<file path="src/common/vdp_pkg.sv">
package vdp_pkg;

  // Video RAM is 16 KB, byte wide
  typedef logic [13:0] vram_addr_t;
  typedef logic [7:0]  vram_data_t;

  // Index into the colour RAM
  typedef logic [3:0] color_index_t;

  typedef struct packed {
    logic [7:0] r;
    logic [7:0] g;
    logic [7:0] b;
  } rgb_t;

  // Text mode geometry
  localparam int TEXT_COLUMNS = 40;
  localparam int CHAR_WIDTH   = 6;
  localparam int CHAR_HEIGHT  = 8;

  localparam int PALETTE_SIZE = 16;

  // Console colours loaded into the colour RAM at start
  localparam rgb_t DEFAULT_PALETTE [PALETTE_SIZE] = '{
    24'h000000,  // transparent, shown as black
    24'h010101,  // black
    24'h3eb849,  // medium green
    24'h74d07d,  // light green
    24'h5955e0,  // dark blue
    24'h8076f1,  // light blue
    24'h993e31,  // dark red
    24'h65dbef,  // cyan
    24'hdb6559,  // medium red
    24'hff897d,  // light red
    24'hccc35e,  // dark yellow
    24'hded087,  // light yellow
    24'h3aa241,  // dark green
    24'hb766b5,  // magenta
    24'h777777,  // gray
    24'hffffff   // white
  };

endpackage

</file>
<file path="src/common/video_timing_pkg.sv">
package video_timing_pkg;

  // Horizontal timing in clk cycles, 640x480 at 60 Hz
  localparam int H_ACTIVE = 640;
  localparam int H_FRONT  = 16;
  localparam int H_SYNC   = 96;
  localparam int H_BACK   = 48;
  localparam int H_TOTAL  = H_ACTIVE + H_FRONT + H_SYNC + H_BACK;

  // Vertical timing in lines
  localparam int V_ACTIVE = 480;
  localparam int V_FRONT  = 11;
  localparam int V_SYNC   = 2;
  localparam int V_BACK   = 31;
  localparam int V_TOTAL  = V_ACTIVE + V_FRONT + V_SYNC + V_BACK;

  // Left border is H_BORDER plus the text mode adjustment
  localparam int H_BORDER     = 64;
  localparam int H_BORDER_ADJ = 12;

  // Top and bottom border in lines
  localparam int V_BORDER = 48;

  // Length of the frame interrupt pulse in cycles
  localparam int INT_LENGTH = 64;

  // Raster position counters
  typedef logic [9:0] hcount_t;
  typedef logic [9:0] vcount_t;

endpackage

</file>
<file path="src/text_mode/text_fetch.sv">
`timescale 1ns/100ps

module text_fetch (
  input  logic                      clk,
  input  logic                      reset,
  input  video_timing_pkg::hcount_t hc,
  input  video_timing_pkg::vcount_t vc,
  input  logic                      video_on,
  input  vdp_pkg::vram_addr_t       name_table_addr,
  input  vdp_pkg::vram_addr_t       font_addr,
  input  vdp_pkg::color_index_t     text_color,
  input  vdp_pkg::color_index_t     back_color,
  output vdp_pkg::vram_addr_t       vram_rd_addr,
  input  vdp_pkg::vram_data_t       vram_rd_data,
  output vdp_pkg::color_index_t     pixel_index
);

  logic [2:0] x_pix;
  logic [5:0] x_char;
  logic [5:0] next_char;
  logic line_preset;
  video_timing_pkg::vcount_t y_full;
  logic [7:0] y;
  logic [4:0] char_row;
  logic [2:0] char_line;
  vdp_pkg::vram_data_t font_line;
  logic [2:0] bit_sel;

  // Text row and line within the character from the display line
  assign y_full    = vc - video_timing_pkg::vcount_t'(video_timing_pkg::V_BORDER);
  assign y         = y_full[8:1];
  assign char_row  = 5'(y / vdp_pkg::CHAR_HEIGHT);
  assign char_line = 3'(y % vdp_pkg::CHAR_HEIGHT);

  assign next_char = x_char + 6'd1;

  // Preset one cell before the text area so the first font byte
  // is ready when column 0 starts
  assign line_preset =
      hc == video_timing_pkg::hcount_t'(video_timing_pkg::H_BORDER +
                                        video_timing_pkg::H_BORDER_ADJ -
                                        2 * vdp_pkg::CHAR_WIDTH - 1);

  // Cell counters step on odd cycles, one pixel every two clocks
  always_ff @(posedge clk) begin
    if (reset) begin
      x_pix  <= '0;
      x_char <= '0;
    end else if (line_preset) begin
      x_pix  <= '0;
      x_char <= '1;
    end else if (hc[0]) begin
      if (x_pix == 3'(vdp_pkg::CHAR_WIDTH - 1)) begin
        x_pix  <= '0;
        x_char <= next_char;
      end else begin
        x_pix <= x_pix + 3'd1;
      end
    end
  end

  // Fetch for the next cell during the last three pixels of this one
  // RAM data returns one cycle after the address
  always_ff @(posedge clk) begin
    if (hc[0]) begin
      case (x_pix)
        3'd3: begin
          // Name table entry of the next cell
          vram_rd_addr <= name_table_addr +
                          vdp_pkg::vram_addr_t'(char_row * vdp_pkg::TEXT_COLUMNS) +
                          vdp_pkg::vram_addr_t'(next_char);
        end
        3'd4: begin
          // Font line of that character
          vram_rd_addr <= font_addr +
                          vdp_pkg::vram_addr_t'(vram_rd_data * vdp_pkg::CHAR_HEIGHT) +
                          vdp_pkg::vram_addr_t'(char_line);
        end
        3'd5: begin
          font_line <= vram_rd_data;
        end
        default: begin
        end
      endcase
    end
  end

  // Leftmost pixel of the cell is bit 7
  assign bit_sel = 3'd7 - x_pix;

  assign pixel_index = (video_on && font_line[bit_sel]) ? text_color : back_color;

endmodule
</file>
<file path="config.mk">
export PLATFORM = sky130hd
export DESIGN_NAME = text_fetch
export DESIGN_NICKNAME = d
export VERILOG_FILES = /design/src/common/vdp_pkg.sv /design/src/common/video_timing_pkg.sv /design/src/text_mode/text_fetch.sv
export SDC_FILE = /design/constraint.sdc
export NUM_CORES = 1
export LEC_CHECK = 0
export BUFFER_PORTS_ARGS = -buffer_cell sky130_fd_sc_hd__buf_2
export CORE_MARGIN = 1.5
export CORE_UTILIZATION = 55
export DETAILED_ROUTE_END_ITERATION = 7
export PLACE_DENSITY = 0.84
export SYNTH_ARGS = -nofsm -noshare
export SYNTH_HDL_FRONTEND = slang
export SYNTH_SLANG_ARGS = --single-unit
</file>
<file path="constraint.sdc">
create_clock -name clk -period 8.3 [get_ports clk]
set_clock_uncertainty 0.05 [all_clocks]
set_input_delay 1.66 -clock clk [delete_from_list [all_inputs] [get_ports clk]]
set_output_delay 1.66 -clock clk [all_outputs]
set_load 0.03 [all_outputs]
</file>
==> impl_metrics.csv, run 1 <==
group,metric,value,unit
detailed_routing,vias,2508,
pwr,swShare,33.6,%
hold_path,min_path_type,"flop to flop",
detailed_routing,vias_per_cell,5.51,
timing,drv_slew,0,
setup_path,cp-startpoint,"vc[4]",
cts,cts.sinks,31,
logic_synthesis,synthesis.nets,411,
timing,worst_slew_margin_rel,58.1,%
hold_path,hp-start,"x_char[1]$_SDFFE_PP0P_",
setup_path,regToRegSetupSlack,4.89,ns
pwr,powerDensity,162,nW/um^2
timing,rsz0062_at_grt,"false",
pwr,p_comb_share,41.6,%
die,design.core.area,5070,um^2
run,drv_cap,0,
timing,final.period_utilization,61.4,%
setup_path,reg2reg_to,"vram_rd_addr[12]$_DFFE_PP_",
die,die_w,75.2,um
pwr,p_leak,1.60,nW
global_routing,grt_max_degree,21,
place,numPortBuffers,82,
pwr,peakVddDrop,0.0900,mV
setup_path,reg2regPathDepth,12,
hold_path,whs_endpoint,"x_char[1]$_SDFFE_PP0P_",
place,hpwl,4970,um
logic_synthesis,synth_cell_types,51,
cts,cts_made_buffers,5,
detailed_routing,final_antenna_net_count,0,
global_routing,grt_pass1_wl,10200,um
status,status,"finished clean",
cts,cts_hold_buf,0,
logic_synthesis,synth_area,2870,um^2
final_layout,layout-drive-gt1-share,26.8,%
setup_path,worst-setup-path-type,"input pin to flop",
pwr,p_clk_share,26.4,%
global_routing,track_usage,23.5,%
logic_synthesis,syn_avg_cell_area,9.54,um^2
setup_path,cp_top_family,"adder cells",
cts,htreeDepth,2,
final_layout,antenna_cells,0,
setup_path,max_stage_delay,0.44,ns
die,io_pins,85,
timing,layout_min_cycle_time,5.10,ns
global_routing,grt_overflow,0,
cts,cts_tree,"done",
logic_synthesis,synthFlopType,"edfxtp_1",
logic_synthesis,ys_ff_latch,31,
setup_path,crit_arrival,5.07,ns
timing,max_freq,196,MHz
cts,path_clk_slew,0.07,ns
detailed_routing,wl_per_cell,13.8,um
pwr,p_int,371,uW
place,routabilityCongestion,0.741,
timing,final.setup.worst_slack,3.20,ns
final_layout,final_common_cell,"buf_2",
timing,setup-tns-final,0,ns
die,die-area,5660,um^2
logic_synthesis,synth.top_cell.area_share,23.0,%
cts,clockBufferDepth,2,
pwr,seqPwrFrac,32.1,%
detailed_routing,drt_iter0_drc,94,
timing,setup_viol,0,
detailed_routing,drt-pass1-iter-count,4,
setup_path,cp_slowest_cell,"fa_1",
logic_synthesis,ys_seq_area_share,29.3,%
timing,hold_viol,0,
cts,clkLatencyLatePin,0.28,ns
global_routing,grt_pass1_vias,2446,
final_layout,fin_nets,494,
logic_synthesis,synth_edf_count,22,
logic_synthesis,synth_cells,301,
logic_synthesis,async_reset_ff_share,0,%
setup_path,cp-start-kind,"input pin",
setup_path,worstPathCellList,"buf_2 -> a21oi_1 -> xor2_1 -> ha_1 -> ha_1 -> fa_1 -> ha_1 -> ha_1 -> a2111oi_2 -> o21a_1 -> nor2_1 -> o41ai_2 -> xor2_1 -> mux2i_1",
logic_synthesis,synth_area_leaders,"edfxtp_1, ha_1, dfxtp_1, a21oi_1, xnor2_1",
place,place_ws,2.88,ns
cts,cts-root-buf,"clkbuf_8",
setup_path,cp-end-kind,"flop",
detailed_routing,totalWireLength,6290,um
global_routing,grt_antenna_before_repair,0,
setup_path,crit_path_frequent_cell,"ha_1",
timing,worstMarginPinSlew,0.627,ns
logic_synthesis,synth_top_cell_by_area,"edfxtp_1",
setup_path,worstPathRequired,8.27,ns
detailed_routing,drc,0,
cts,postCtsSetupBuffers,0,
die,die_h,75.2,um
pwr,net-switching-power,188,uW
final_layout,layout-area-overhead-vs-synth,20.2,%
setup_path,crit_fanout,6,
cts,cts_resized,0,
final_layout,mostFrequentLayoutCells,"buf_2, ha_1, a21oi_1, nor2_1, edfxtp_1",
setup_path,r2r_start,"x_char[2]$_SDFFE_PP0P_",
setup_path,crit_buf_inv,1,
die,start_util,56.6,%
die,rows,26,
hold_path,hold_depth,2,
logic_synthesis,yosys_warnings,0,
logic make-up (layout without fill, tap and decap cells):
family	after synthesis	count (layout)	synth area share, %
AOI/OAI and AO/OA	83	83	19.3
xor gates and xnor gates	34	34	10.4
adders and majority gates	43	43	20.3
buffers and inverters	27	111	3.62
DFF	31	31	29.3
muxes	9	9	4.23
and+or+nand+nor	74	74	12.9
metrics by stage:
stage          instance area (um^2)  util [%]  cells  total power, mW  hold WS, ns
2_1_floorplan                  2870         -    301            0.358        0.411
3_3_place_gp                   3340      65.9    447            0.405        0.431
3_5_place_dp                   3340      65.9    447            0.412        0.445
4_1_cts                        3450      68.0    455            0.557        0.456
5_1_grt                        3450      68.0    455            0.594        0.481
6_report                       3450      68.0    455            0.558        0.457
routing by layer:
layer / GRT usage (%) / wire [um] / up-vias
met5: 0 / 0 / -
met4: 6.35 / 60 / 0
met3: 3.61 / 219 / 7
met1: 28.0 / 2780 / 1182
met2: 43.7 / 3220 / 55
li1: - / - / 1264
flip-flops by register name, summed over array words and instances, names as in the netlist:
register / count
font_line: 8
vram_rd_addr: 14
x_char: 6
x_pix: 3
Yosys cell counts (3+ instances only):
cell type / count
nand2b_1: 6
a21oi_1: 31
o21bai_1: 4
a31oi_1: 4
nand3_1: 6
dfxtp_1: 9
mux2_1: 4
o21a_1: 4
nand2_1: 18
a21o_1: 6
fa_1: 6
o211ai_1: 4
clkbuf_1: 4
o21ai_0: 11
xor2_1: 17
edfxtp_1: 22
nor2_1: 23
o211ai_2: 3
ha_1: 37
xnor2_1: 17
inv_1: 21
a211oi_1: 5
nor3_1: 3
worst min-delay path, stage by stage (launching register included):
cell	delay (ns)
dfxtp_1	0.32
nand2_1	0.06
a31oi_1	0.07
how the worst max path moves through the flow:
stage	cells after the start	end
global route	14	vram_rd_addr[12]$_DFFE_PP_
global placement	14	vram_rd_addr[12]$_DFFE_PP_
detailed placement	14	vram_rd_addr[12]$_DFFE_PP_
floorplan	13	vram_rd_addr[12]$_DFFE_PP_
CTS	14	vram_rd_addr[12]$_DFFE_PP_
finish	14	vram_rd_addr[12]$_DFFE_PP_
layout make-up:
type	count	area, um^2
Clock inverter	3	38.8
Inverter	21	78.8
Sequential cell	31	841
Multi-Input combinational cell	243	1930
Clock buffer	5	68.8
Timing Repair Buffer	82	410
Fill cell	434	1620
Tap cell	70	87.6
power groups by stage:
stage / Clock (mW) / Combinational (mW) / Sequential, mW
after floorplan: 0 / 0.176 / 0.182
after detailed placement: 0 / 0.230 / 0.182
after global routing: 0.153 / 0.262 / 0.179
final: 0.147 / 0.232 / 0.179
after CTS: 0.146 / 0.232 / 0.179
after global placement: 0 / 0.222 / 0.182
No activity file was read; power rests on OpenSTA's default activity.
==> run 2, diff against run 1 <==
CORE_UTILIZATION = 48   (was 55)
PLACE_DENSITY = 0.78   (was 0.84)
clock period = 4.2 ns   (was 8.3 ns; I/O delays follow)
==> impl_metrics.csv, run 2 (same netlist as run 1, synthesis figures left out) <==
group,metric,value,unit
timing,drv_slew,0,
final_layout,layout-drive-gt1-share,29.5,%
setup_path,reg2regPathDepth,12,
final_layout,fin_nets,505,
detailed_routing,final_antenna_net_count,0,
final_layout,instances_no_fill,468,
detailed_routing,vias,2557,
run,drv_cap,0,
pwr,peakVddDrop,0.155,mV
die,die-area,6450,um^2
global_routing,grt_pass1_wl,10200,um
die,design.core.area,5640,um^2
setup_path,crit_cells,14,
setup_path,cp_slowest_cell,"fa_1",
die,die_h,80.3,um
cts,clockBufferDepth,2,
setup_path,crit_arrival,3.97,ns
die,io_pins,85,
setup_path,crit_fanout,4,
cts,clkLatencyLatePin,0.28,ns
cts,cts_tree,"done",
timing,setup_viol,0,
detailed_routing,drc,0,
detailed_routing,drt-pass1-iter-count,4,
timing,layout_min_cycle_time,4.00,ns
final_layout,final_common_cell,"buf_2",
detailed_routing,drt_iter0_drc,107,
global_routing,grt_overflow,0,
place,numPortBuffers,82,
detailed_routing,vias_per_cell,5.46,
timing,hold_viol,0,
pwr,p_leak,1.64,nW
timing,worstMarginPinSlew,0.634,ns
status,status,"finished clean",
die,die_w,80.3,um
hold_path,min_path_type,"flop to flop",
setup_path,cp-start-kind,"input pin",
setup_path,cp_top_family,"adder cells",
setup_path,crit_path_frequent_cell,"ha_4",
global_routing,grt_max_degree,21,
final_layout,fillCellCount,479,
timing,rsz0062_at_grt,"false",
global_routing,track_usage,20.1,%
die,rows,27,
final_layout,largest_reg_flops,14,
final_layout,regMostFlops,"vram_rd_addr",
setup_path,max_stage_delay,0.54,ns
cts,path_clk_slew,0.07,ns
global_routing,grt_antenna_before_repair,0,
cts,htreeDepth,2,
final_layout,mostFrequentLayoutCells,"buf_2, ha_1, a21oi_1, nor2_1, edfxtp_1",
cts,cts-root-buf,"clkbuf_8",
cts,cts.sinks,31,
cts,cts_hold_buf,0,
die,start_util,50.9,%
timing,worst_slew_margin_rel,57.6,%
timing,max_freq,250,MHz
place,hpwl,5070,um
final_layout,antenna_cells,0,
detailed_routing,wl_per_cell,13.6,um
place,routabilityCongestion,0.809,
timing,final.period_utilization,95.3,%
pwr,power,1.11,mW
place,dp.cells,460,
setup_path,crit_buf_inv,1,
cts,cts_made_buffers,5,
place,placed_area,3430,um^2
setup_path,worst-setup-path-type,"input pin to flop",
global_routing,grt_pass1_vias,2447,
setup_path,cp-end-kind,"flop",
detailed_routing,totalWireLength,6380,um
setup_path,worstPathRequired,4.17,ns
hold_path,hold_depth,2,
final_layout,design_area,3560,um^2
final_layout,top_regs,"vram_rd_addr x14, font_line x8, x_char x6",
final_layout,layout-area-overhead-vs-synth,24.2,%
pwr,powerDensity,311,nW/um^2
setup_path,worstPathCellList,"buf_2 -> a21oi_2 -> xor2_1 -> ha_1 -> ha_4 -> fa_1 -> ha_4 -> ha_4 -> a2111oi_4 -> o21a_1 -> nor2_1 -> o41ai_2 -> xor2_1 -> mux2i_1",
==> run 2: cell count changes in the layout (fill, tap and decap cells not counted), sizes merged <==
cell    previous run  this run
bufinv             1         0
clkbuf             5         7
clkinv             2         1
buf               82        93
==> run 2: worst reg2reg max path: stages (launching register included) <==
cell and delay, ns:
dfxtp_1 0.40, nand3_1 0.15, or2_2 0.34, xor2_1 0.17
fa_1 0.51, inv_1 0.05, ha_1 0.35, o211a_1 0.24
o21ai_0 0.24, nor2_1 0.11, o41ai_2 0.32, xor2_1 0.18
mux2i_1 0.08
==> run 2: stage by stage <==
stage          hold slack [ns]  worst slack [ns]  utilization, %  TNS [ns]
2_1_floorplan            0.411            0.0860               -         0
3_3_place_gp             0.432            -0.161            60.8    -0.239
3_5_place_dp             0.465            -0.273            60.8    -0.582
4_1_cts                  0.474            0.0286            62.2         0
5_1_grt                  0.497            0.0158            63.2         0
6_report                 0.469             0.197            63.2         0
==> run 2: report_power, final <==
part | internal (mW) | total (mW) | switching [mW]
clock | 0.116 | 0.227 | 0.111
sequential | 0.348 | 0.354 | 0.00555
combinational | 0.261 | 0.527 | 0.266
total | 0.725 | 1.11 | 0.383
==> run 2: cell type report <==
cell class / count / area [um^2] / area share [%]
clock buffers: 7 / 76.3 / 2.14
clock inverters: 1 / 5.00 / 0.140
inverters: 21 / 78.8 / 2.21
multi-input cells: 243 / 1980 / 55.5
flip-flops and latches: 31 / 841 / 23.6
well taps: 72 / 90.1 / 2.53
repair buffers: 93 / 493 / 13.8
==> run 2: path summary, 6_finish.rpt <==
kind | slack (ns) | start | to
setup / recovery | 0.20 | vc[4] | vram_rd_addr[12]$_DFFE_PP_
setup reg to reg | 0.74 | x_char[2]$_SDFFE_PP0P_ | vram_rd_addr[12]$_DFFE_PP_
hold / removal | 0.47 | x_char[1]$_SDFFE_PP0P_ | x_char[1]$_SDFFE_PP0P_
hold reg to reg | 0.47 | x_char[1]$_SDFFE_PP0P_ | x_char[1]$_SDFFE_PP0P_
==> run 2: what timing repair did <==
action,CTS,global route
setup endpoints to repair,0,2
gates resized for setup,0,6
buffers inserted,0,0
==> run 2: per-layer routing <==
layer / GRT usage (%) / share of wire, %
met5: 0 / 0
met4: 5.34 / 0.86
met3: 3.07 / 4.1
met2: 37.4 / 51
met1: 23.9 / 44
==> run 3, diff against run 2 <==
ABC_AREA = 1   (was default)
CAP_MARGIN = 20   (was default)
CORE_UTILIZATION = 50   (was 48)
CTS_BUF_LIST = sky130_fd_sc_hd__clkbuf_8   (was default)
PLACE_DENSITY = 0.79   (was 0.78)
==> impl_metrics.csv, run 3 <==
group,metric,value,unit
final_layout,final_common_cell,"nand2_1",
pwr,powerDensity,301,nW/um^2
die,design.core.area,6280,um^2
die,start_util,51.3,%
cts,clockBufferDepth,2,
global_routing,grt_pass1_wl,12900,um
setup_path,cp_slowest_cell,"fa_1",
timing,rsz0062_at_grt,"false",
logic_synthesis,synth_top_cell_by_area,"edfxtp_1",
cts,clkLatencyLatePin,0.28,ns
hold_path,hold_depth,2,
place,numPortBuffers,82,
detailed_routing,drc,0,
cts,cts-root-buf,"clkbuf_8",
timing,worstMarginPinSlew,0.657,ns
final_layout,design_area,3850,um^2
pwr,p_clk_share,26.8,%
place,hpwl,6360,um
cts,cts_hold_buf,0,
global_routing,grt_max_degree,18,
final_layout,antenna_cells,0,
setup_path,cp-start-kind,"input pin",
pwr,p_int,732,uW
global_routing,track_usage,22.3,%
detailed_routing,vias,3219,
final_layout,layout-drive-gt1-share,17.6,%
place,routabilityCongestion,0.860,
die,die_w,83.2,um
setup_path,cp-startpoint,"vc[4]",
setup_path,reg2regPathDepth,16,
final_layout,mostFrequentLayoutCells,"nand2_1, inv_1, buf_2, nand3_1, ha_1",
logic_synthesis,synthFlopType,"edfxtp_1",
logic_synthesis,ys_seq_area_share,26.1,%
cts,postCtsSetupBuffers,0,
cts,path_clk_slew,0.07,ns
setup_path,crit_arrival,3.90,ns
global_routing,grt_antenna_before_repair,0,
pwr,p_comb_share,43.1,%
cts,cts_resized,0,
logic_synthesis,ys_ff_latch,31,
cts,cts.sinks,31,
setup_path,crit_fanout,5,
place,dp.cells,642,
detailed_routing,vias_per_cell,4.95,
status,status,"finished clean",
logic_synthesis,synth_area_leaders,"edfxtp_1, nand2_1, ha_1, inv_1, nand3_1",
cts,htreeDepth,2,
detailed_routing,final_antenna_net_count,0,
pwr,seqPwrFrac,30.2,%
timing,setup_viol,0,
logic_synthesis,yosysMostFrequentCell,"nand2_1",
detailed_routing,totalWireLength,7610,um
pwr,peakVddDrop,0.199,mV
logic_synthesis,async_reset_ff_share,0,%
setup_path,worst-setup-path-type,"input pin to flop",
logic_synthesis,yosys_warnings,0,
timing,final.setup.worst_slack,0.288,ns
pwr,power,1.16,mW
detailed_routing,wl_per_cell,11.7,um
detailed_routing,drt-pass1-iter-count,4,
pwr,net-switching-power,426,uW
pwr,swShare,36.8,%
die,die-area,6930,um^2
timing,layout_min_cycle_time,3.91,ns
final_layout,top_regs,"vram_rd_addr x14, font_line x8, x_char x6",
final_layout,regMostFlops,"vram_rd_addr",
cts,cts_made_buffers,5,
logic_synthesis,synth_cells,482,
place,place_ws,-0.0222,ns
final_layout,fillCellCount,611,
setup_path,r2r_start,"x_char[2]$_SDFFE_PP0P_",
timing,max_freq,256,MHz
pwr,p_leak,2.15,nW
final_layout,layout-area-overhead-vs-synth,19.7,%
final_layout,fin_nets,682,
die,io_pins,85,
timing,setup-tns-final,0,ns
timing,drv_slew,0,
logic_synthesis,synth.top_cell.area_share,20.5,%
setup_path,max_stage_delay,0.46,ns
global_routing,grt_pass1_vias,3035,
timing,final.period_utilization,93.2,%
logic_synthesis,synth_area,3220,um^2
die,die_h,83.2,um
detailed_routing,drt_iter0_drc,153,
hold_path,hp-start,"x_char[1]$_SDFFE_PP0P_",
global_routing,grt_overflow,0,
timing,worst_slew_margin_rel,56.0,%
final_layout,largest_reg_flops,14,
run,drv_cap,0,
logic_synthesis,synth_cell_types,33,
logic_synthesis,yosys-top-cells-count,"nand2_1, inv_1, nand3_1",
die,rows,29,
setup_path,cp-end-kind,"flop",
timing,hold_viol,0,
hold_path,min_path_type,"flop to flop",
setup_path,worstPathCellList,"buf_2 -> ha_1 -> nor3_1 -> xnor2_1 -> nor2_1 -> nor2_1 -> buf_4 -> fa_1 -> a21oi_1 -> nor2_1 -> ha_1 -> ha_1 -> nand2_1 -> nand2_1 -> a21boi_0 -> nand4_1 -> nand3_1 -> nand2_1",
setup_path,worstPathRequired,4.19,ns
logic_synthesis,syn_avg_cell_area,6.68,um^2
place,placed_area,3730,um^2
logic_synthesis,synthesis.nets,592,
final_layout,instances_no_fill,650,
cts,cts_tree,"done",
logic_synthesis,synth_edf_count,22,
[run 3: cell types whose count changed after synthesis, sizes merged, moves of 8 or more]
| cell | delta |
|---|---|
| nand2 | +139 |
| a21oi | -8 |
| inv | +73 |
| nand3 | +35 |
| xnor2 | -14 |
| nor2 | +13 |
[run 3: routing by layer]
| layer | routed length, um | track usage, % |
|---|---|---|
| met1 | 3370 | 27.8 |
| met2 | 3770 | 40.8 |
| met5 | 0 | 0 |
| met3 | 360 | 3.18 |
| met4 | 108 | 4.70 |
[run 3: cell type report]
type	instances	area, um^2	share of cell area (%)
well taps	77	96.3	2.50
flip-flops and latches	31	841	21.8
clock inverters	2	35.0	0.909
multi-input cells	355	2010	52.2
repair buffers	85	433	11.2
inverters	94	355	9.22
clock buffers	6	82.6	2.14
[run 3: worst max-delay path: cells and delay by family]
kind	cells	cell delay [ns]
AND/OR/NAND/NOR	9	0.95
XOR/XNOR	1	0.12
AO/OA/AOI/OAI	2	0.39
adder cells (fa/ha/maj)	4	1.34
buffers and inverters	2	0.27
[run 3: final timing paths]
path | end | slack (ns)
max | vram_rd_addr[13]$_DFFE_PP_ | 0.29
min | x_char[1]$_SDFFE_PP0P_ | 0.47
max reg2reg | vram_rd_addr[8]$_DFFE_PP_ | 1.18
min reg2reg | x_char[1]$_SDFFE_PP0P_ | 0.47
[run 3: cells by family (layout without fill, tap and decap cells)]
logic type                 count (synthesis)  after routing  share of synthesized area, %
and+or+nand+nor                          253            253                          33.0
adders and majority gates                 43             43                          18.1
buffers and inverters                     96            187                          11.4
AOI/OAI and AO/OA                         46             46                          7.78
xor gates and xnor gates                  13             13                          3.54
DFF                                       31             31                          26.1
[run 3: power by group through the flow]
stage	registers, mW	logic [mW]	clock network [mW]
finish	0.349	0.499	0.310
global route	0.350	0.576	0.325
CTS	0.349	0.501	0.312
detailed placement	0.356	0.496	0
global placement	0.356	0.482	0
floorplan	0.360	0.361	0
[run 3: through the flow]
step	utilization, %	hold slack (ns)
after detailed placement	59.5	0.465
final	61.4	0.475
after global placement	59.5	0.443
after floorplan	-	0.423
after global routing	61.4	0.516
after CTS	61.4	0.480
